**config.mk**
```make
export PLATFORM = sky130hd
export DESIGN_NAME = dvi_sync_gen
export DESIGN_NICKNAME = d
export VERILOG_FILES = /design/src/dvi_pkg.sv /design/src/dvi_sync_gen.sv
export SDC_FILE = /design/constraint.sdc
export NUM_CORES = 1
export LEC_CHECK = 0
export ABC_CLOCK_PERIOD_IN_PS = 6750
export BUFFER_PORTS_ARGS = -buffer_cell sky130_fd_sc_hd__buf_2
export CAP_MARGIN = 20
export CELL_PAD_IN_SITES_DETAIL_PLACEMENT = 1
export CELL_PAD_IN_SITES_GLOBAL_PLACEMENT = 1
export CORE_MARGIN = 2
export CORE_UTILIZATION = 35
export DETAILED_ROUTE_END_ITERATION = 6
export GPL_TIMING_DRIVEN = 0
export PLACE_DENSITY_LB_ADDON = 0.15
export SLEW_MARGIN = 20
export SYNTH_ARGS = -nofsm -noshare
export SYNTH_HDL_FRONTEND = slang
export SYNTH_SLANG_ARGS = --single-unit
```
**constraint.sdc**
```tcl
create_clock -name clock -period 6.75 [get_ports clock]
set_input_delay 2.025 -clock clock [delete_from_list [all_inputs] [get_ports clock]]
set_output_delay 2.025 -clock clock [all_outputs]
set_load 0.005 [all_outputs]
```
**src/dvi_pkg.sv**
```systemverilog
// shared timing, bus constants and types for the 640x480 dvi output path.
// the register table assumes a transmitter with a dual-edge 12-bit input and a pixel clock
// below 65 mhz.
package dvi_pkg;

  typedef logic [23:0] pixel_t;    // 8 bits each of red, green and blue.
  typedef logic [63:0] word_t;     // two pixels, in bits 23:0 and 55:32.
  typedef logic [11:0] half_t;
  typedef logic [11:0] coord_t;
  typedef logic [7:0]  iic_byte_t;

  // horizontal timing in pixel clocks.
  localparam int h_visible = 640;
  localparam int h_front   = 16;
  localparam int h_sync    = 96;
  localparam int h_back    = 48;
  localparam int h_total   = h_visible + h_front + h_sync + h_back;

  // vertical timing in lines.
  localparam int v_visible = 480;
  localparam int v_front   = 10;
  localparam int v_sync    = 2;
  localparam int v_back    = 33;
  localparam int v_total   = v_visible + v_front + v_sync + v_back;

  localparam int iic_quarter = 16;  // clocks per quarter of a serial bit.
  localparam logic [6:0] chip_address = 7'h76;

  // each entry is {register, value}, written in this order.
  localparam int reg_count = 4;
  localparam logic [15:0] reg_table [reg_count] = '{
    16'h49c0,  // power up the digital video path.
    16'h3308,  // pll settings for a pixel clock below 65 mhz.
    16'h3416,
    16'h3660
  };

  typedef enum logic [2:0] {
    iic_idle,
    iic_start,
    iic_send_byte,
    iic_ack,
    iic_stop,
    iic_done
  } iic_state_t;

  typedef enum logic {
    init_configure,
    init_run
  } init_state_t;

endpackage

```
**src/dvi_sync_gen.sv**
```systemverilog
// 640x480 timing with active-low syncs; all outputs are registered and aligned with x and y.
// out of reset the counters sit just before the horizontal sync of the last blank line.
`timescale 1ns/1ps

module dvi_sync_gen (
  input  logic            clock,
  input  logic            reset,
  output logic            hs,
  output logic            vs,
  output logic            border,
  output dvi_pkg::coord_t x,
  output dvi_pkg::coord_t y
);

  dvi_pkg::coord_t x_next;
  dvi_pkg::coord_t y_next;
  logic            h_wrap;
  logic            v_wrap;

  always_comb begin
    h_wrap = (x == dvi_pkg::coord_t'(dvi_pkg::h_total - 1));
    v_wrap = (y == dvi_pkg::coord_t'(dvi_pkg::v_total - 1));
    x_next = h_wrap ? '0 : x + 1'b1;
    y_next = y;
    if (h_wrap) begin
      y_next = v_wrap ? '0 : y + 1'b1;  // lines advance at the end of each row.
    end
  end

  // the flags are decoded from the next count so they line up with x and y.
  always_ff @(posedge clock or posedge reset) begin
    if (reset) begin
      x      <= dvi_pkg::coord_t'(dvi_pkg::h_visible + dvi_pkg::h_front - 1);
      y      <= dvi_pkg::coord_t'(dvi_pkg::v_total - 1);
      hs     <= 1'b1;
      vs     <= 1'b1;
      border <= 1'b1;
    end else begin
      x  <= x_next;
      y  <= y_next;
      hs <= !((x_next >= dvi_pkg::coord_t'(dvi_pkg::h_visible + dvi_pkg::h_front)) &&
              (x_next <  dvi_pkg::coord_t'(dvi_pkg::h_visible + dvi_pkg::h_front +
                                           dvi_pkg::h_sync)));
      vs <= !((y_next >= dvi_pkg::coord_t'(dvi_pkg::v_visible + dvi_pkg::v_front)) &&
              (y_next <  dvi_pkg::coord_t'(dvi_pkg::v_visible + dvi_pkg::v_front +
                                           dvi_pkg::v_sync)));
      border <= (x_next >= dvi_pkg::coord_t'(dvi_pkg::h_visible)) ||
                (y_next >= dvi_pkg::coord_t'(dvi_pkg::v_visible));
    end
  end

endmodule

```
==> summary.txt, run 1 <==
GRT
  – GRT Total Usage: 16.9%
  – Global-route met1 utilization: 24.5%
  – Global-route wire length before repair: 6.53 mm
  – GRT Max-Usage Layer: met2
  – Grt met3 use: 2.91%
  – Largest net degree at the start of global routing: 28
  – Number of global-route vias before repair: 1272
  – Global-route congestion overflow total: 0
  – Initial antenna violation count: 0
  – Met2 Usage GRT: 25.4%

Floorplan
  – DIE HEIGHT: 69.6 microns
  – Die width: 69.6 microns
  – Core area: 4060 sq um
  – Ports: 29
  – Rows: 23
  – Starting Density: 37.1%
  – DIE AREA: 4840 sq um

Synth
  – Async SR Flop Fraction: 100%
  – Commonest register cell after synthesis: dfrtp_1
  – Top post-synthesis cells by area: dfrtp_1 (25%), dfstp_2 (21%), nand3_1 (4.3%)
  – Sequential element share of the synthesized area: 45.9%
  – Number of synthesized flops with an enable pin: 0
  – Post-synthesis area per instance: 9.96 sq um
  – Post-synth cell types: 41
  – Cells after Synth: 151
  – Syn_nets: 156
  – Yosys warns: 0
  – Yosys top cell by area: dfrtp_1
  – Synth top area share: 25.0%
  – Yosys reg bits: 27
  – Mapped cell area: 1500 sq um

Final layout
  – Commonest non-fill, non-tap cells in the layout: buf_2 (30), dfrtp_1 (15), nand3_1 (13), nand2_1 (13)
  – Layout Area Growth over Synthesis: 16.6%
  – Fraction of final layout cells with drive strength greater than 1: 31.1%
  – Core Util, Final: 43.2%
  – Nets@finish: 189
  – Most common cell after layout, fill and taps aside: buf_2
  – Fill cells: 481
  – Ant diodes: 0
  – Final std cells w/o fill: 233
  – Design area: 1750 sq um

STA
  – Min Tclk post-route: 3050 ps
  – Worst rel slew slack: 55.5%
  – Slew @ Worst Pin: 662 ps
  – Peak Freq: 328 MHz
  – Setup TNS: 0 ps
  – Final Cycle Share: 45.2%
  – Clock skew: 8.32 ps
  – Worst setup margin: 3700 ps
  – Final setup fails: 0
  – RSZ-0062 raised after global routing: no
  – Final Max Tran Viols: 0
  – Final hold viol count: 0

Worst hold path
  – HP Class: flip-flop to flip-flop
  – Hold path endpoint: y[2]$_DFF_PP1_
  – Worst Hold Launch: y[2]$_DFF_PP1_
  – Hold-critical path depth: 1

CTS
  – CTS tree: yes
  – Post-CTS Setup Inserts: 0
  – CTS resizes: 0
  – CTS Root Cell: clkbuf_8
  – CTS clk-pin slew, worst paths: 100 ps
  – Bufs on Longest Clock Path: 2
  – Clk sink count: 27
  – Clk Latency, worst-skew pair: 280 ps
  – Cts bufs inserted: 3
  – CTS Hold Bufs: 0
  – Total number of H-tree levels: 1

Placed design
  – Post-DP HPWL: 2.85 mm
  – GP Congestion: 0.847
  – Setup WS pre-CTS: 3720 ps
  – Placed Instances: 229
  – Placed cell area: 1710 sq um
  – I/O Buffers: 28

Routing
  – Routed WL: 3.85 mm
  – Via/cell ratio: 5.45
  – Drt first pass iters: 4
  – Detail Route Antenna Nets: 0
  – Post-route DRC: 0
  – Initial DRC Count: 65
  – Post-DR wirelength/cell: 16.5 microns
  – Total vias in the final route: 1271

Setup path
  – Crit path launch type: flip-flop
  – Critical Path AT: 1030 ps
  – Crit end category: primary output
  – R2R setup slack: 3980 ps
  – Cells along the critical path: buf_2
  – Kind of critical path: flip-flop to primary output
  – Top cell family by delay on the critical path: flip-flops
  – CP peak stage delay: 610 ps
  – Worst Path Required: 4720 ps
  – CP Depth: 1
  – Critical path peak fanout: 8
  – Crit Reg-Reg Endpoint: border$_DFF_PP1_
  – Crit path buf inv count: 1
  – Max stage delay cell, worst path: dfstp_2
  – Worst reg-to-reg path cell count: 8
  – Origin of the critical flop-to-flop path: x[6]$_DFF_PP0_

Power and ir drop
  – PD cells: 148 nW/um^2
  – Static leakage: 0.777 nW
  – Max IR drop VDD: 0.000110 V

Outcome
  – Run status: finished clean

Run
  – Max Cap Violations: 0
cell type report:
type | instances | area, sq um | area share [%]
buffer | 5 | 36.3 | 2.07
clock buffer | 3 | 41.3 | 2.36
clock inverter | 1 | 5.00 | 0.286
inverter | 6 | 22.5 | 1.28
multi-input combinational | 113 | 754 | 43.0
sequential | 27 | 691 | 39.4
tap | 50 | 62.6 | 3.57
timing repair buffer | 28 | 140 | 7.99
report_power, final:
part	total (mW)	switching [mW]	internal (mW)
Sequential	0.162	0	0.162
Clock	0.0948	0.0534	0.0414
Combinational	0.00342	0.00315	0.000266
worst max-delay path by stage:
stage                         startpoint             end  slack (ps)
after global routing      y[2]$_DFF_PP1_            y[2]        3640
after CTS                 y[2]$_DFF_PP1_            y[2]        3690
final                     y[2]$_DFF_PP1_            y[2]        3700
after global placement             reset  y[0]$_DFF_PP0_        3760
after detailed placement           reset  y[1]$_DFF_PP0_        3720
after floorplan           y[2]$_DFF_PP1_            y[2]        4160
metal layers:
layer | part of all wire, % | vias to the layer above
met5 | 0 | -
met4 | 1.5 | 0
met3 | 5.8 | 4
met2 | 45 | 33
met1 | 48 | 621
li1 | - | 613
flip-flops by register name (all words and copies together) (netlist names):
register / count
y: 12
hs: 1
border: 1
x: 12
vs: 1
per-stage QoR:
step / hold WS, ps / power (mW)
6_report: 546 / 0.260
5_1_grt: 568 / 0.275
4_1_cts: 550 / 0.265
3_5_place_dp: 525 / 0.169
3_3_place_gp: 503 / 0.168
2_1_floorplan: 495 / 0.167
cell families after synthesis:
logic type	count (synthesis)	share of synthesized area [%]
muxes	1	0.666
DFF	27	45.9
xor gates and xnor gates	15	9.24
buffers and inverters	11	3.91
and+or+nand+nor	65	25.0
adders and majority gates	3	2.50
AOI/OAI and AO/OA	29	12.8
cells in the mapped netlist, types with 2 or more instances:
library cell,number
dfrtp_1,15
xnor2_1,7
nand2_1,13
nand4_1,9
inv_1,6
o21ai_1,3
ha_1,3
nor4_2,2
nand3_1,13
a31oi_1,2
buf_6,2
and2_1,2
or4_4,2
nor2_1,12
nor3_1,2
buf_2,2
a211oi_1,2
o31ai_1,2
xor2_1,7
dfstp_2,12
a22o_1,2
and3_1,3
a21oi_1,6
o21ai_0,5
Power figures use the tool's default switching activity.
==> inputs of run 2 (changes only) <==
--- a/config.mk
+++ b/config.mk
@@ -5,7 +5,7 @@
 export SDC_FILE = /design/constraint.sdc
 export NUM_CORES = 1
 export LEC_CHECK = 0
-export ABC_CLOCK_PERIOD_IN_PS = 6750
+export ABC_CLOCK_PERIOD_IN_PS = 2800
 export BUFFER_PORTS_ARGS = -buffer_cell sky130_fd_sc_hd__buf_2
 export CAP_MARGIN = 20
 export CELL_PAD_IN_SITES_DETAIL_PLACEMENT = 1
==> constraint.sdc (replaced) <==
create_clock -name clock -period 2.8 [get_ports clock]
set_input_delay 0.84 -clock clock [delete_from_list [all_inputs] [get_ports clock]]
set_output_delay 0.84 -clock clock [all_outputs]
set_load 0.005 [all_outputs]
==> summary.txt, run 2 (synthesis gave the netlist of run 1 again) <==
Power and ir drop
  – Cell internal pwr: 0.491 mW (+140%)
  – Max IR drop VDD: 0.000265 V (+140%)
  – Static leakage: 0.777 nW (about the same)
  – Clock share of power: 36.3% (about the same)
  – Comb pwr share: 1.3% (about the same)
  – Reg power frac: 62.4% (about the same)
  – Power, Total: 0.626 mW (+140%)
  – Net Sw Frac: 21.5% (-0.19 points)
  – PD cells: 355 nW/um^2 (+140%)
  – NetSw: 0.135 mW (+140%)

Setup path
  – Crit end category: flip-flop
  – Worst Path Required: 2980 ps (-1740 ps)
  – Crit path launch type: flip-flop
  – Kind of critical path: flip-flop to flip-flop
  – CP peak stage delay: 570 ps (-40 ps)
  – Critical path peak fanout: 10 (+2)
  – Max stage delay cell, worst path: or4_4
  – Cells along the critical path: buf_6 -> or4_4 -> or4_4 -> buf_6 -> nor4_2 -> a21oi_1 -> o22ai_2 -> nand4_1
  – Critical Path AT: 2790 ps (+1760 ps)

GRT
  – Global-route congestion overflow total: 0 (unchanged)
  – Global-route wire length before repair: 6.53 mm (unchanged)
  – Initial antenna violation count: 0 (unchanged)
  – Number of global-route vias before repair: 1272 (unchanged)
  – GRT Total Usage: 16.9% (unchanged)
  – Met2 Usage GRT: 25.4% (unchanged)
  – Grt met3 use: 2.91% (unchanged)
  – GRT Max-Usage Layer: met2
  – Largest net degree at the start of global routing: 28 (unchanged)
  – Global-route met1 utilization: 24.5% (unchanged)

STA
  – Peak Freq: 384 MHz
  – Final Cycle Share: 93.0%
  – Setup TNS: 0 ps (unchanged)
  – Min Tclk post-route: 2610 ps
  – Slew @ Worst Pin: 598 ps (-64.0 ps)
  – Final hold viol count: 0 (unchanged)
  – Clock skew: 9.66 ps (+1.34 ps)
  – Worst rel slew slack: 60.0% (+4.5 points)
  – Worst setup margin: 195 ps (-3500 ps)
  – Final Max Tran Viols: 0 (unchanged)
  – Final setup fails: 0 (unchanged)
  – RSZ-0062 raised after global routing: no

Placed design
  – Placed Instances: 229 (unchanged)
  – I/O Buffers: 28 (unchanged)
  – GP Congestion: 0.847 (unchanged)
  – Post-DP HPWL: 2.85 mm (unchanged)
  – Setup WS pre-CTS: 67.0 ps (-3650 ps)

Routing
  – Post-DR wirelength/cell: 16.5 microns (-0.13%)
  – Total vias in the final route: 1275 (+0.31%)
  – Detail Route Antenna Nets: 0 (unchanged)
  – Initial DRC Count: 56 (-14%)
  – Routed WL: 3.84 mm (-0.13%)
  – Via/cell ratio: 5.47 (+0.31%)
  – Drt first pass iters: 4 (unchanged)
  – Post-route DRC: 0 (unchanged)

Final layout
  – Nets@finish: 189 (unchanged)
  – Biggest regs: x (12), y (12)
  – Core Util, Final: 43.4% (+0.22 points)
  – Fraction of final layout cells with drive strength greater than 1: 31.1% (unchanged)
  – Final std cells w/o fill: 233 (unchanged)
  – Layout Area Growth over Synthesis: 17.1%
  – Ant diodes: 0 (unchanged)
  – Most common cell after layout, fill and taps aside: buf_2
  – Commonest non-fill, non-tap cells in the layout: buf_2 (30), dfrtp_1 (15), nand3_1 (13), nand2_1 (13)

Floorplan
  – Starting Density: 37.1% (unchanged)
  – Ports: 29 (unchanged)
  – DIE HEIGHT: 69.6 microns (unchanged)
  – Rows: 23 (unchanged)
  – Core area: 4060 sq um (unchanged)
  – DIE AREA: 4840 sq um (unchanged)
  – Die width: 69.6 microns (unchanged)

CTS
  – Total number of H-tree levels: 1 (unchanged)
  – CTS clk-pin slew, worst paths: 100 ps (about the same)
  – Clk Latency, worst-skew pair: 280 ps (about the same)
  – Clk sink count: 27 (unchanged)
  – CTS tree: yes
  – Bufs on Longest Clock Path: 2 (unchanged)
  – Cts bufs inserted: 3 (unchanged)
  – Post-CTS Setup Inserts: 0 (unchanged)
  – CTS Root Cell: clkbuf_8

Worst hold path
  – HP Class: flip-flop to flip-flop

Outcome
  – Run status: finished clean

Run
  – Max Cap Violations: 0 (unchanged)
==> run 2: power groups by stage <==
stage	sequential (mW)	combinational, mW	clock, mW
floorplan	0.398	0.00564	0
global placement	0.398	0.00866	0
detailed placement	0.398	0.00899	0
CTS	0.391	0.00891	0.239
global route	0.391	0.0101	0.262
finish	0.391	0.00825	0.227
==> run 2: through the flow <==
step / area [sq um] / hold slack [ps]
6_report: 1760 / 549
5_1_grt: 1760 / 568
4_1_cts: 1750 / 550
3_5_place_dp: 1710 / 525
3_3_place_gp: 1710 / 503
2_1_floorplan: 1500 / 495
==> run 2: routing by layer <==
metal	vias up	share of wire [%]
met5	-	0
met4	0	1.5
met3	4	4.0
met2	29	44
met1	628	50
li1	614	-
==> run 2: final timing paths <==
check	startpoint	to	slack [ps]	cells past startpoint
max	x[6]$_DFF_PP0_	border$_DFF_PP1_	190	8
min	x[2]$_DFF_PP1_	x[2]$_DFF_PP1_	550	1
max reg2reg	x[6]$_DFF_PP0_	border$_DFF_PP1_	190	8
min reg2reg	x[2]$_DFF_PP1_	x[2]$_DFF_PP1_	550	1
max in group asynchronous	reset	y[9]$_DFF_PP1_	1810	2
min in group asynchronous	reset	x[11]$_DFF_PP0_	610	2
==> run 2: cell type report <==
| class | instances | area (sq um) |
|---|---|---|
| Inverter | 6 | 22.5 |
| Tap cell | 50 | 62.6 |
| Sequential cell | 27 | 691 |
| Clock inverter | 1 | 5.00 |
| Clock buffer | 3 | 41.3 |
| Multi-Input combinational cell | 113 | 763 |
| Buffer | 5 | 36.3 |
| Fill cell | 482 | 2300 |
| Timing Repair Buffer | 28 | 140 |
==> run 2: critical path: cells and delay by family (launching register included) <==
kind | cells | cell delay, ps
buffers and inverters | 2 | 310
AND/OR/NAND/NOR | 4 | 1530
AO/OA/AOI/OAI | 2 | 270
flip-flops | 1 | 400
==> run 2: repair_timing <==
item                                    in CTS  in global routing
gates resized for setup                      0                  1
hold buffers                                 0                  0
endpoints found under the setup margin       0                  1
