--- config.mk ---
export PLATFORM = sky130hd
export DESIGN_NAME = dvi_pixel_unpack
export DESIGN_NICKNAME = d
export VERILOG_FILES = /design/src/dvi_pkg.sv /design/src/dvi_pixel_unpack.sv
export SDC_FILE = /design/constraint.sdc
export NUM_CORES = 1
export LEC_CHECK = 0
export BUFFER_PORTS_ARGS = -buffer_cell sky130_fd_sc_hd__buf_4
export CAP_MARGIN = 0
export CORE_ASPECT_RATIO = 1.75
export CORE_MARGIN = 2
export CORE_UTILIZATION = 40
export CTS_CLUSTER_SIZE = 20
export DETAILED_ROUTE_END_ITERATION = 7
export GPL_ROUTABILITY_DRIVEN = 0
export GPL_TIMING_DRIVEN = 0
export PLACE_DENSITY = 0.78
export SETUP_SLACK_MARGIN = 0.5
export SLEW_MARGIN = 15
export SYNTH_ARGS = -nofsm -noshare
export SYNTH_HDL_FRONTEND = slang
export SYNTH_SLANG_ARGS = --single-unit
--- constraint.sdc ---
create_clock -name clock -period 4.7 [get_ports clock]
set_input_delay 0 -clock clock [delete_from_list [all_inputs] [get_ports clock]]
set_output_delay 0 -clock clock [all_outputs]
set_load 0.02 [all_outputs]
--- src/dvi_pkg.sv ---
// shared timing, bus constants and types for the 640x480 dvi output path.
// the register table assumes a transmitter with a dual-edge 12-bit input and a pixel clock
// below 65 mhz.
package dvi_pkg;

  typedef logic [23:0] pixel_t;    // 8 bits each of red, green and blue.
  typedef logic [63:0] word_t;     // two pixels, in bits 23:0 and 55:32.
  typedef logic [11:0] half_t;
  typedef logic [11:0] coord_t;
  typedef logic [7:0]  iic_byte_t;

  // horizontal timing in pixel clocks.
  localparam int h_visible = 640;
  localparam int h_front   = 16;
  localparam int h_sync    = 96;
  localparam int h_back    = 48;
  localparam int h_total   = h_visible + h_front + h_sync + h_back;

  // vertical timing in lines.
  localparam int v_visible = 480;
  localparam int v_front   = 10;
  localparam int v_sync    = 2;
  localparam int v_back    = 33;
  localparam int v_total   = v_visible + v_front + v_sync + v_back;

  localparam int iic_quarter = 16;  // clocks per quarter of a serial bit.
  localparam logic [6:0] chip_address = 7'h76;

  // each entry is {register, value}, written in this order.
  localparam int reg_count = 4;
  localparam logic [15:0] reg_table [reg_count] = '{
    16'h49c0,  // power up the digital video path.
    16'h3308,  // pll settings for a pixel clock below 65 mhz.
    16'h3416,
    16'h3660
  };

  typedef enum logic [2:0] {
    iic_idle,
    iic_start,
    iic_send_byte,
    iic_ack,
    iic_stop,
    iic_done
  } iic_state_t;

  typedef enum logic {
    init_configure,
    init_run
  } init_state_t;

endpackage

--- src/dvi_pixel_unpack.sv ---
// splits each 64-bit source word into two pixels, even x from bits 23:0 and odd x from 55:32.
// the source must answer every request by the next rising edge; there is no back-pressure.
`timescale 1ns/1ps

module dvi_pixel_unpack (
  input  logic            clock,
  input  logic            reset,
  input  logic            border,
  input  dvi_pkg::coord_t x,
  input  dvi_pkg::word_t  data,
  output logic            request,
  output dvi_pkg::pixel_t pixel,
  output logic            pixel_valid
);

  dvi_pkg::word_t held;
  logic           offset;         // high while the upper pixel of held is current.
  logic           primed;
  logic           prime_request;

  // the very first word is fetched in the last cycle before the first visible line.
  // after that, the odd pixel closing each line fetches the word for the next line.
  assign prime_request = !primed && border &&
                         (x == dvi_pkg::coord_t'(dvi_pkg::h_total - 1));
  assign request       = (!border && offset) || prime_request;

  assign pixel_valid = !border;
  assign pixel       = offset ? held[55:32] : held[23:0];

  always_ff @(posedge clock or posedge reset) begin
    if (reset) begin
      offset <= 1'b0;
      primed <= 1'b0;
    end else begin
      if (prime_request) begin
        primed <= 1'b1;
      end
      if (request) begin
        offset <= 1'b0;  // a fresh word starts at its low pixel.
      end else if (!border) begin
        offset <= 1'b1;
      end
    end
  end

  always_ff @(posedge clock) begin
    if (request) begin
      held <= data;  // data is valid at the edge that ends the request cycle.
    end
  end

endmodule

==> impl_metrics.py, run 1 <==
metrics = {
    "power": {
        "vdd_ir_drop_max_uv": 399,
        "seqPwrFrac_pct": 39.0,
        "pwr-share-clk_pct": 18.2,
        "leakagePower_nw": 1.42,
        "netSwitchingPower_mw": 0.451,
        "p_comb_share_pct": 42.8,
        "intPower_mw": 1.11,
        "sw_frac_of_total_pct": 28.9,
        "power_density_mw_per_mm2": 469,
    },
    "place": {
        "port-buffer-count": 88,
        "place_ws_ns": 2.74,
        "hpwl_mm": 2.97,
    },
    "synthesis": {
        "ys_seq_area_share_pct": 75.7,
        "synth-seq-cells": 50,
        "synth_common_cells": "48 x edfxtp_1, 19 x mux2_4, 5 x mux2_2",
        "synth.area.top_cells": "edfxtp_1 73%, mux2_4 14%, mux2_2 2.9%",
        "async_flop_share_pct": 4.00,
        "synth_flop_cell": "edfxtp_1",
        "syn_nets": 168,
        "synthDistinctLibCells": 15,
        "avgSynthCellArea_um2": 22.1,
        "yosysTopAreaCellShare_pct": 73.2,
        "synth_top_cell_by_area": "edfxtp_1",
        "ys_warn_count": 0,
        "syn_area_mm2": 0.00197,
        "syn_inst": 89,
        "synth_edf_count": 48,
        "yosysMostFrequentCell": "edfxtp_1",
    },
    "sta": {
        "relSlewSlack_pct": 47.4,
        "fin_skew_ns": 0.00471,
        "worst_pin_slew_ns": 0.786,
        "fin_crit_ns": 2.10,
        "fin_ws_ns": 2.60,
        "grt_setup_unrepaired": "no",
        "fin_setup_tns_ns": 0,
        "setup_viol": 0,
        "fmax_mhz": 476,
        "min_period_over_period_pct": 44.7,
        "hold_viol_final": 0,
        "finalMaxSlewViolations": 0,
    },
    "global_route": {
        "grtUsageMet1_pct": 15.1,
        "met2_usage_pct": 33.1,
        "grt-ovfl-total": 0,
        "grt_pass1_wl_mm": 6.85,
        "groute.usage.overall_pct": 16.5,
        "use_met3_pct": 2.54,
        "grt_start_max_net_pins": 28,
        "antenna_found_initial": 0,
        "grt_pass1_vias": 1484,
        "grt.busiest_layer": "met2",
    },
    "route": {
        "routedWlPerCell_um": 15.0,
        "drt-total-wl_mm": 4.31,
        "vias": 1313,
        "drtIter0Drc": 38,
        "drc": 0,
        "ant_nets": 0,
        "routed_via_density": 4.57,
        "dr.pass1.iters": 4,
    },
    "worst_setup_path": {
        "reg2regPathDepth": 5,
        "critPathTopFamily": "buffers and inverters",
        "critPathMaxStageDelay_ns": 0.64,
        "crit_type": "flop to output pin",
        "reg2reg_to": "held[34]",
        "crit_path_end_kind": "output pin",
        "start_kind": "flop",
        "arrival_ns": 2.10,
        "cp-endpoint": "request",
        "crit_chain": "buf_6 -> buf_12 -> inv_1 -> o21ai_4 -> buf_16 -> buf_4",
        "path_depth": 6,
        "crit_required_ns": 4.70,
        "r2r-start": "offset",
        "ff2ff_setup_slack_ns": 2.76,
        "cp_max_fo": 27,
        "crit_start": "offset",
        "cp_slowest_cell": "o21ai_4",
        "cp.buffers_inverters": 5,
    },
    "clocking": {
        "cts_max_path_buffers": 2,
        "cts_max_level": 2,
        "cts_buffers": 5,
        "clkSinkCount": 50,
        "clk_pin_slew_ns": 0.08,
        "root_buffer": "clkbuf_8",
        "clkLatencyLatePin_ns": 0.29,
        "cts_tree": "yes",
    },
    "final_layout": {
        "final_nets": 313,
        "n_antenna_cell": 0,
        "area_growth_pct": 69.1,
        "layout-drive-gt1-share_pct": 53.2,
    },
    "die": {
        "core_mm2": 0.00471,
        "io_pins": 105,
        "fp.dieArea_mm2": 0.00552,
        "start_util_pct": 41.8,
        "die_h_um": 96.8,
        "rows": 33,
        "die_x_um": 57.0,
    },
    "run": {
        "max_cap_viol_count": 0,
    },
    "hold_path": {
        "hp-class": "input port to flop",
    },
    "run_status": {
        "status": "finished, final reports clean",
    },
}
-- worst min-delay path, cell delays in order --
cell and delay, ns:
buf_4 0.12, xnor2_1 0.06, and2_1 0.15
-- worst min-delay path by stage --
stage | end | slack (ns) | start | cells after the start
3_5_place_dp | primed | -0.14 | reset | 2
6_report | offset | 0.08 | border | 3
3_3_place_gp | primed | -0.14 | reset | 2
5_1_grt | offset | 0.09 | border | 3
4_1_cts | offset | 0.07 | border | 3
2_1_floorplan | offset | -0.26 | reset | 1
-- logic make-up after synthesis --
kind of cell	synth area share [%]
multiplexers	17.3
XOR/XNOR	0.445
AO/OA/AOI/OAI	0.254
buffers and inverters	3.18
flip-flops	75.7
AND/OR/NAND/NOR	3.05
-- layout make-up --
class	instances	area, µm²
fillers	295	1380
repair buffers	138	1180
inverters	3	11.3
well taps	52	65.1
multi-input cells	33	427
clock inverters	1	30.0
flip-flops and latches	50	1490
clock buffers	7	76.3
plain buffers	3	51.3
-- layout by cell type, fill, tap and decap left out --
| cell type | n |
|---|---|
| and2_1 | 1 |
| and4b_1 | 1 |
| and4bb_2 | 2 |
| buf_12 | 2 |
| buf_16 | 1 |
| buf_4 | 88 |
| buf_6 | 1 |
| bufinv_16 | 1 |
| clkbuf_1 | 2 |
| clkbuf_8 | 5 |
| dfrtp_1 | 2 |
| dlygate4sd3_1 | 49 |
| edfxtp_1 | 48 |
| inv_1 | 3 |
| mux2_2 | 5 |
| mux2_4 | 19 |
| nand2b_1 | 1 |
| nand4_1 | 1 |
| nor2b_1 | 1 |
| o21ai_4 | 1 |
| xnor2_1 | 1 |
-- power groups by stage --
| stage | registers, mW | logic (mW) | clock network (mW) |
|---|---|---|---|
| 6_report | 0.610 | 0.669 | 0.284 |
| 5_1_grt | 0.617 | 0.705 | 0.313 |
| 3_3_place_gp | 0.623 | 0.611 | 0 |
| 3_5_place_dp | 0.621 | 0.641 | 0 |
| 2_1_floorplan | 0.620 | 0.412 | 0 |
| 4_1_cts | 0.611 | 0.676 | 0.293 |
-- stage by stage --
stage	power, mW	util [%]	instances	hold WS (ns)	instance area [µm²]
after floorplan	1.03	-	89	-0.259	1970
after global placement	1.23	57.3	229	-0.140	2700
after detailed placement	1.26	58.1	230	-0.138	2730
after CTS	1.58	70.8	287	0.0724	3330
after global routing	1.63	70.8	287	0.0911	3330
final	1.56	70.8	287	0.0794	3330
-- sequential cells by signal, indices dropped and copies added, names as in the netlist --
name / cells
primed: 1
held: 48
offset: 1
-- routing by layer --
metal / up-vias / wire, µm
met2: 54 / 2670
met3: 8 / 166
met5: - / 0
met4: 0 / 91
li1: 633 / -
met1: 618 / 1390
-- repair_timing --
item                      in CTS  in global routing
hold endpoints to repair      50                  0
gates resized for setup        0                  0
hold buffers                  49                  0
buffers inserted               0                  0
Note: power is estimated with default switching activity, not from simulation.
==> run 2, diff against run 1 <==
- clock period: 4.7 -> 1.9 ns (I/O delays scaled with it)
==> run 2 against run 1 <==
Total power grew to 2.9 times the previous value. Via count is 9.9% higher. Critical endpoint unchanged. Register-to-register slack got worse by 2.4 ns. Critical path type unchanged.
==> impl_metrics.py, run 2 (synthesized netlist as in run 1, its figures left out) <==
metrics = {
    "worst_setup_path": {
        "r2r-start": "primed",
        "cp_max_fo": 7,
        "crit_path_end_kind": "output pin",
        "crit_chain": "and4b_1 -> nand4_1 -> o21ai_4 -> buf_16 -> buf_16 -> buf_8",
        "crit_type": "flop to output pin",
        "arrival_ns": 1.58,
        "cp.buffers_inverters": 3,
        "critPathMaxStageDelay_ns": 0.39,
        "reg2reg_to": "held[16]",
        "start_kind": "flop",
        "crit_required_ns": 1.90,
        "cp_common_cell": "buf_16",
        "critPathTopFamily": "simple AND/OR/NAND/NOR gates",
        "crit_start": "primed",
        "cp_slowest_cell": "dfrtp_1",
        "reg2regPathDepth": 6,
        "ff2ff_setup_slack_ns": 0.33,
    },
    "clocking": {
        "clk_pin_slew_ns": 0.08,
        "clkSinkCount": 50,
        "clkLatencyLatePin_ns": 0.29,
        "cts_tree": "yes",
        "root_buffer": "clkbuf_8",
        "cts_buffers": 5,
        "cts_max_level": 2,
        "cts_max_path_buffers": 2,
    },
    "final_layout": {
        "final_nets": 339,
        "final_common_cell": "buf_4",
        "layout-drive-gt1-share_pct": 58.6,
        "final_area_mm2": 0.00375,
        "regMostFlops": "held",
        "num-fill-cells": 233,
        "largest_reg_flops": 48,
        "top_regs": "held x48, offset x1, primed x1",
        "area_growth_pct": 90.6,
        "final_cell_mix": "77 x buf_4, 49 x dlygate4sd3_1, 48 x edfxtp_1",
        "instances_no_fill": 313,
        "n_antenna_cell": 0,
    },
    "place": {
        "dpl.cell_count": 231,
        "placed_area_mm2": 0.00276,
        "place_ws_ns": 0.0843,
        "hpwl_mm": 2.88,
        "port-buffer-count": 88,
    },
    "sta": {
        "fmax_mhz": 633,
        "setup_viol": 0,
        "relSlewSlack_pct": 87.7,
        "fin_crit_ns": 1.58,
        "finalMaxSlewViolations": 0,
        "worst_pin_slew_ns": 0.184,
        "grt_setup_unrepaired": "yes",
        "fin_setup_tns_ns": 0,
        "fin_ws_ns": 0.319,
        "min_period_over_period_pct": 83.2,
        "fin_skew_ns": 0.00847,
        "hold_viol_final": 0,
        "timing.hold.ws_ns": 0.0925,
    },
    "hold_path": {
        "min_from": "border",
        "min_to": "offset",
        "hp-class": "input port to flop",
        "hold-path-cell-count": 3,
    },
    "route": {
        "vias": 1443,
        "routedWlPerCell_um": 16.0,
        "drtIter0Drc": 43,
        "dr.pass1.iters": 4,
        "drt-total-wl_mm": 5.01,
        "drc": 0,
        "ant_nets": 0,
        "routed_via_density": 4.61,
    },
    "global_route": {
        "grt-ovfl-total": 0,
        "grt_pass1_wl_mm": 7.24,
        "grt_start_max_net_pins": 17,
        "antenna_found_initial": 0,
        "grt_pass1_vias": 1548,
        "groute.usage.overall_pct": 17.5,
    },
    "run_status": {
        "status": "finished, final reports clean",
    },
    "die": {
        "die_x_um": 57.0,
        "rows": 33,
        "fp.dieArea_mm2": 0.00552,
        "core_mm2": 0.00471,
        "io_pins": 105,
        "die_h_um": 96.8,
        "start_util_pct": 41.8,
    },
    "power": {
        "power_density_mw_per_mm2": 1210,
        "vdd_ir_drop_max_uv": 1020,
        "leakagePower_nw": 1.62,
    },
    "run": {
        "max_cap_viol_count": 0,
    },
}
## run 2: cell types whose count changed in the layout (fill, tap and decap cells not counted), sizes merged
cell / before / now
buf: 92 / 117
clkinv: 0 / 2
bufinv: 1 / 0
## run 2: per-layer routing
metal	share of wire (%)	vias to the layer above	wire length [µm]	GRT usage, %
li1	-	685	-	-
met2	57	70	2880	32.7
met5	0	-	0	0
met3	5.8	12	290	3.74
met1	34	676	1710	18.0
met4	2.7	0	136	7.16
## run 2: repair_timing
| action | in CTS | in global routing |
|---|---|---|
| buffers inserted | 16 | 6 |
| pin swaps | 2 | 0 |
| resized for setup | 17 | 18 |
| hold buffers | 49 | 0 |
| cloned | 2 | 1 |
| hold endpoints to repair | 50 | 0 |
| setup endpoints to repair | 68 | 74 |
## run 2: cell type report
type	count	area (µm²)	share of cell area, %
clock inverter	2	8.76	0.233
tap	52	65.1	1.73
sequential	50	1490	39.7
buffer	3	51.3	1.37
clock buffer	6	72.6	1.93
timing repair buffer	164	1620	43.2
inverter	3	13.8	0.367
multi-input combinational	33	429	11.4
## run 2: where the power goes
group          internal, mW  leakage, nW  total [mW]  switching [mW]
combinational          1.52         1.10        2.46           0.941
clock                 0.254       0.0426       0.572           0.319
sequential             1.45        0.476        1.50          0.0526
total                  3.22         1.62        4.54            1.31
## run 2: per-stage QoR
stage / power, mW / utilization, %
3_3_place_gp: 3.06 / 57.5
3_5_place_dp: 3.16 / 58.7
4_1_cts: 4.17 / 76.3
6_report: 4.54 / 79.7
5_1_grt: 4.72 / 79.7
2_1_floorplan: 2.55 / -
## run 2: worst max path at each step
| stage | slack (ns) | endpoint | cells past startpoint |
|---|---|---|---|
| floorplan | -0.05 | held[0] | 4 |
| global placement | -0.22 | held[16] | 4 |
| detailed placement | 0.08 | held[16] | 6 |
| CTS | 0.30 | request | 6 |
| global route | 0.23 | request | 6 |
| finish | 0.32 | request | 6 |
## run 2: worst register-to-register path, stage by stage (launching register included)
cell and delay, ns:
dfrtp_1 0.39, and4b_1 0.24, nand4_1 0.16, o21ai_4 0.14, buf_16 0.15, buf_16 0.12
buf_4 0.12
==> run 3, diff against run 2 <==
- ABC_AREA: unset -> 1
- CORE_UTILIZATION: 40 -> 44
- PLACE_DENSITY: 0.78 -> 0.82
- clock period: 1.9 -> 1.6 ns (I/O delays scaled with it)
==> run 3 against run 2 <==
Sequential power rose by 5%. Area after synthesis rose by 0.25%. Cell area rose by 0.40%. Flip-flop and latch count did not move. Die area fell by 8.4%. Core utilization rose by 6.6 points. Sequential share of layout area fell by 0.16 points. Critical endpoint is now pixel[3]. Largest cell class is now flip-flops and latches. Largest power group is now registers. Highest routed layer unchanged.
==> impl_metrics.py, run 3 <==
metrics = {
    "synthesis": {
        "synth.area.top_cells": "edfxtp_1 73%, mux2_4 14%, mux2_2 3.4%",
        "avgSynthCellArea_um2": 19.4,
        "synth_flop_cell": "edfxtp_1",
        "yosysTopAreaCellShare_pct": 73.0,
        "syn_nets": 181,
        "syn_inst": 102,
        "synth-seq-cells": 50,
        "synthDistinctLibCells": 9,
        "ys_warn_count": 0,
        "syn_area_mm2": 0.00197,
        "ys_seq_area_share_pct": 75.5,
        "synth_edf_count": 48,
        "synth_common_cells": "48 x edfxtp_1, 18 x mux2_4, 11 x nand2_1",
        "async_flop_share_pct": 4.00,
        "yosysMostFrequentCell": "edfxtp_1",
        "synth_top_cell_by_area": "edfxtp_1",
    },
    "power": {
        "pwr-share-clk_pct": 25.1,
        "vdd_ir_drop_max_uv": 892,
        "p_total_mw": 3.51,
        "p_comb_share_pct": 29.8,
        "sw_frac_of_total_pct": 24.9,
        "seqPwrFrac_pct": 45.0,
        "leakagePower_nw": 1.64,
        "power_density_mw_per_mm2": 931,
        "intPower_mw": 2.64,
        "netSwitchingPower_mw": 0.872,
    },
    "final_layout": {
        "layout-drive-gt1-share_pct": 55.3,
        "final_common_cell": "buf_4",
        "largest_reg_flops": 48,
        "num-fill-cells": 193,
        "regMostFlops": "held",
        "top_regs": "held x48, offset x1, primed x1",
        "final_cell_mix": "64 x buf_4, 49 x dlygate4sd3_1, 48 x edfxtp_1",
        "area_growth_pct": 90.9,
        "utilization_pct": 86.4,
        "final_nets": 340,
    },
    "hold_path": {
        "hp-class": "input port to asynchronous set/reset pin",
    },
    "sta": {
        "hold_viol_final": 0,
        "fmax_mhz": 694,
        "fin_skew_ns": 0.00545,
        "fin_crit_ns": 1.44,
        "min_period_over_period_pct": 90.1,
        "setup_viol": 0,
        "finalMaxSlewViolations": 0,
        "worst_pin_slew_ns": 0.243,
        "fin_setup_tns_ns": 0,
        "grt_setup_unrepaired": "yes",
        "relSlewSlack_pct": 83.7,
    },
    "die": {
        "fp.dieArea_mm2": 0.00506,
        "rows": 32,
        "die_h_um": 92.6,
        "die_x_um": 54.6,
        "io_pins": 105,
        "start_util_pct": 45.2,
        "core_mm2": 0.00436,
    },
    "worst_setup_path": {
        "critPathTopFamily": "buffers and inverters",
        "cp_common_cell": "buf_6",
        "crit_chain": "buf_6 -> buf_12 -> mux2_4 -> buf_6",
        "critPathMaxStageDelay_ns": 0.40,
        "crit_path_end_kind": "output pin",
        "crit_required_ns": 1.60,
        "arrival_ns": 1.44,
        "cp.buffers_inverters": 3,
        "start_kind": "flop",
        "cp_slowest_cell": "dfrtp_1",
        "cp_max_fo": 5,
        "crit_type": "flop to output pin",
    },
    "global_route": {
        "grt_start_max_net_pins": 17,
        "groute.usage.overall_pct": 24.6,
        "grt_pass1_wl_mm": 8.39,
        "antenna_found_initial": 1,
        "grt_pass1_vias": 1681,
        "grt-ovfl-total": 0,
    },
    "route": {
        "drc": 0,
        "drtIter0Drc": 18,
        "routedWlPerCell_um": 18.7,
        "routed_via_density": 4.75,
        "drt-total-wl_mm": 5.89,
        "dr.pass1.iters": 4,
        "ant_nets": 0,
        "vias": 1492,
    },
    "clocking": {
        "cts_tree": "yes",
        "clkLatencyLatePin_ns": 0.30,
        "root_buffer": "clkbuf_8",
        "cts_buffers": 5,
        "cts_max_path_buffers": 2,
        "cts_max_level": 2,
        "clk_pin_slew_ns": 0.09,
        "clkSinkCount": 50,
    },
    "run_status": {
        "status": "finished, final reports clean",
    },
    "place": {
        "port-buffer-count": 88,
        "hpwl_mm": 2.72,
    },
    "run": {
        "max_cap_viol_count": 0,
    },
}
## run 3: cell count changes after synthesis
| cell | previous run | this run |
|---|---|---|
| nand2_1 | 0 | 11 |
| nor2_1 | 0 | 7 |
| inv_1 | 3 | 7 |
| and4bb_2 | 2 | 0 |
| and2_1 | 1 | 0 |
| and4b_1 | 1 | 0 |
| mux2_2 | 5 | 6 |
| mux2_4 | 19 | 18 |
| nand2b_1 | 1 | 0 |
| nand4_1 | 1 | 0 |
| nor2b_1 | 1 | 0 |
| o21ai_0 | 1 | 0 |
| xnor2_1 | 1 | 0 |
## run 3: area by class of cell
type,instances,area (µm²),area share [%]
antenna,1,2.50,0.0664
buffer,3,51.3,1.36
clock buffer,5,68.8,1.83
clock inverter,3,45.0,1.20
inverter,7,26.3,0.697
multi-input combinational,48,606,16.1
sequential,50,1490,39.6
tap,51,63.8,1.69
timing repair buffer,146,1410,37.5
## run 3: cell families after synthesis
kind of cell  synth area share (%)
simple gates                  3.42
mux                           17.1
flops                         75.5
buf+inv                       3.93
## run 3: worst reg2reg max path: cells and delay by family, from the launching register on
family,cells,cell delay [ns]
buffers and inverters,3,0.47
and+or+nand+nor,2,0.17
DFF,1,0.37
## run 3: final timing paths
path                       startpoint  endpoint  slack [ns]  cells past startpoint
setup / recovery               offset  pixel[3]        0.16                      4
hold / removal                  reset    primed        0.11                      3
setup reg to reg               offset  held[55]        0.30                      5
hold reg to reg                primed    primed        0.62                      3
max in group asynchronous       reset    offset        1.37                      3
min in group clock             border    primed        0.16                      5
## run 3: metal layers
| metal | up-vias | GRT usage (%) | part of all wire [%] |
|---|---|---|---|
| met2 | 63 | 47.4 | 63 |
| met5 | - | 0 | 0 |
| met1 | 718 | 22.5 | 30 |
| met3 | 12 | 4.84 | 4.3 |
| li1 | 699 | - | - |
| met4 | 0 | 10.4 | 2.7 |
## run 3: repair_timing
action / CTS / global route
pin swaps: 7 / 5
hold buffers: 49 / 0
endpoints found under the setup margin: 74 / 74
gates cloned: 8 / 0
gates resized for setup: 42 / 7
setup buffers: 6 / 1
hold endpoints to repair: 50 / 0
## run 3: metrics by stage
step	hold slack, ns	setup WS (ns)	cell area, µm²	std cells
final	0.107	0.158	3770	314
after global routing	0.123	0.133	3770	314
after CTS	0.0952	0.181	3730	312
after detailed placement	-0.135	0.202	2730	241
after global placement	-0.138	0.282	2730	241
after floorplan	-0.259	0.333	2010	102
## run 3: power groups by stage
stage	clock, mW	combinational [mW]	sequential (mW)
floorplan	0	0.409	1.59
global placement	0	0.674	1.60
detailed placement	0	0.689	1.60
CTS	0.885	1.01	1.57
global route	0.941	1.10	1.59
finish	0.882	1.05	1.58
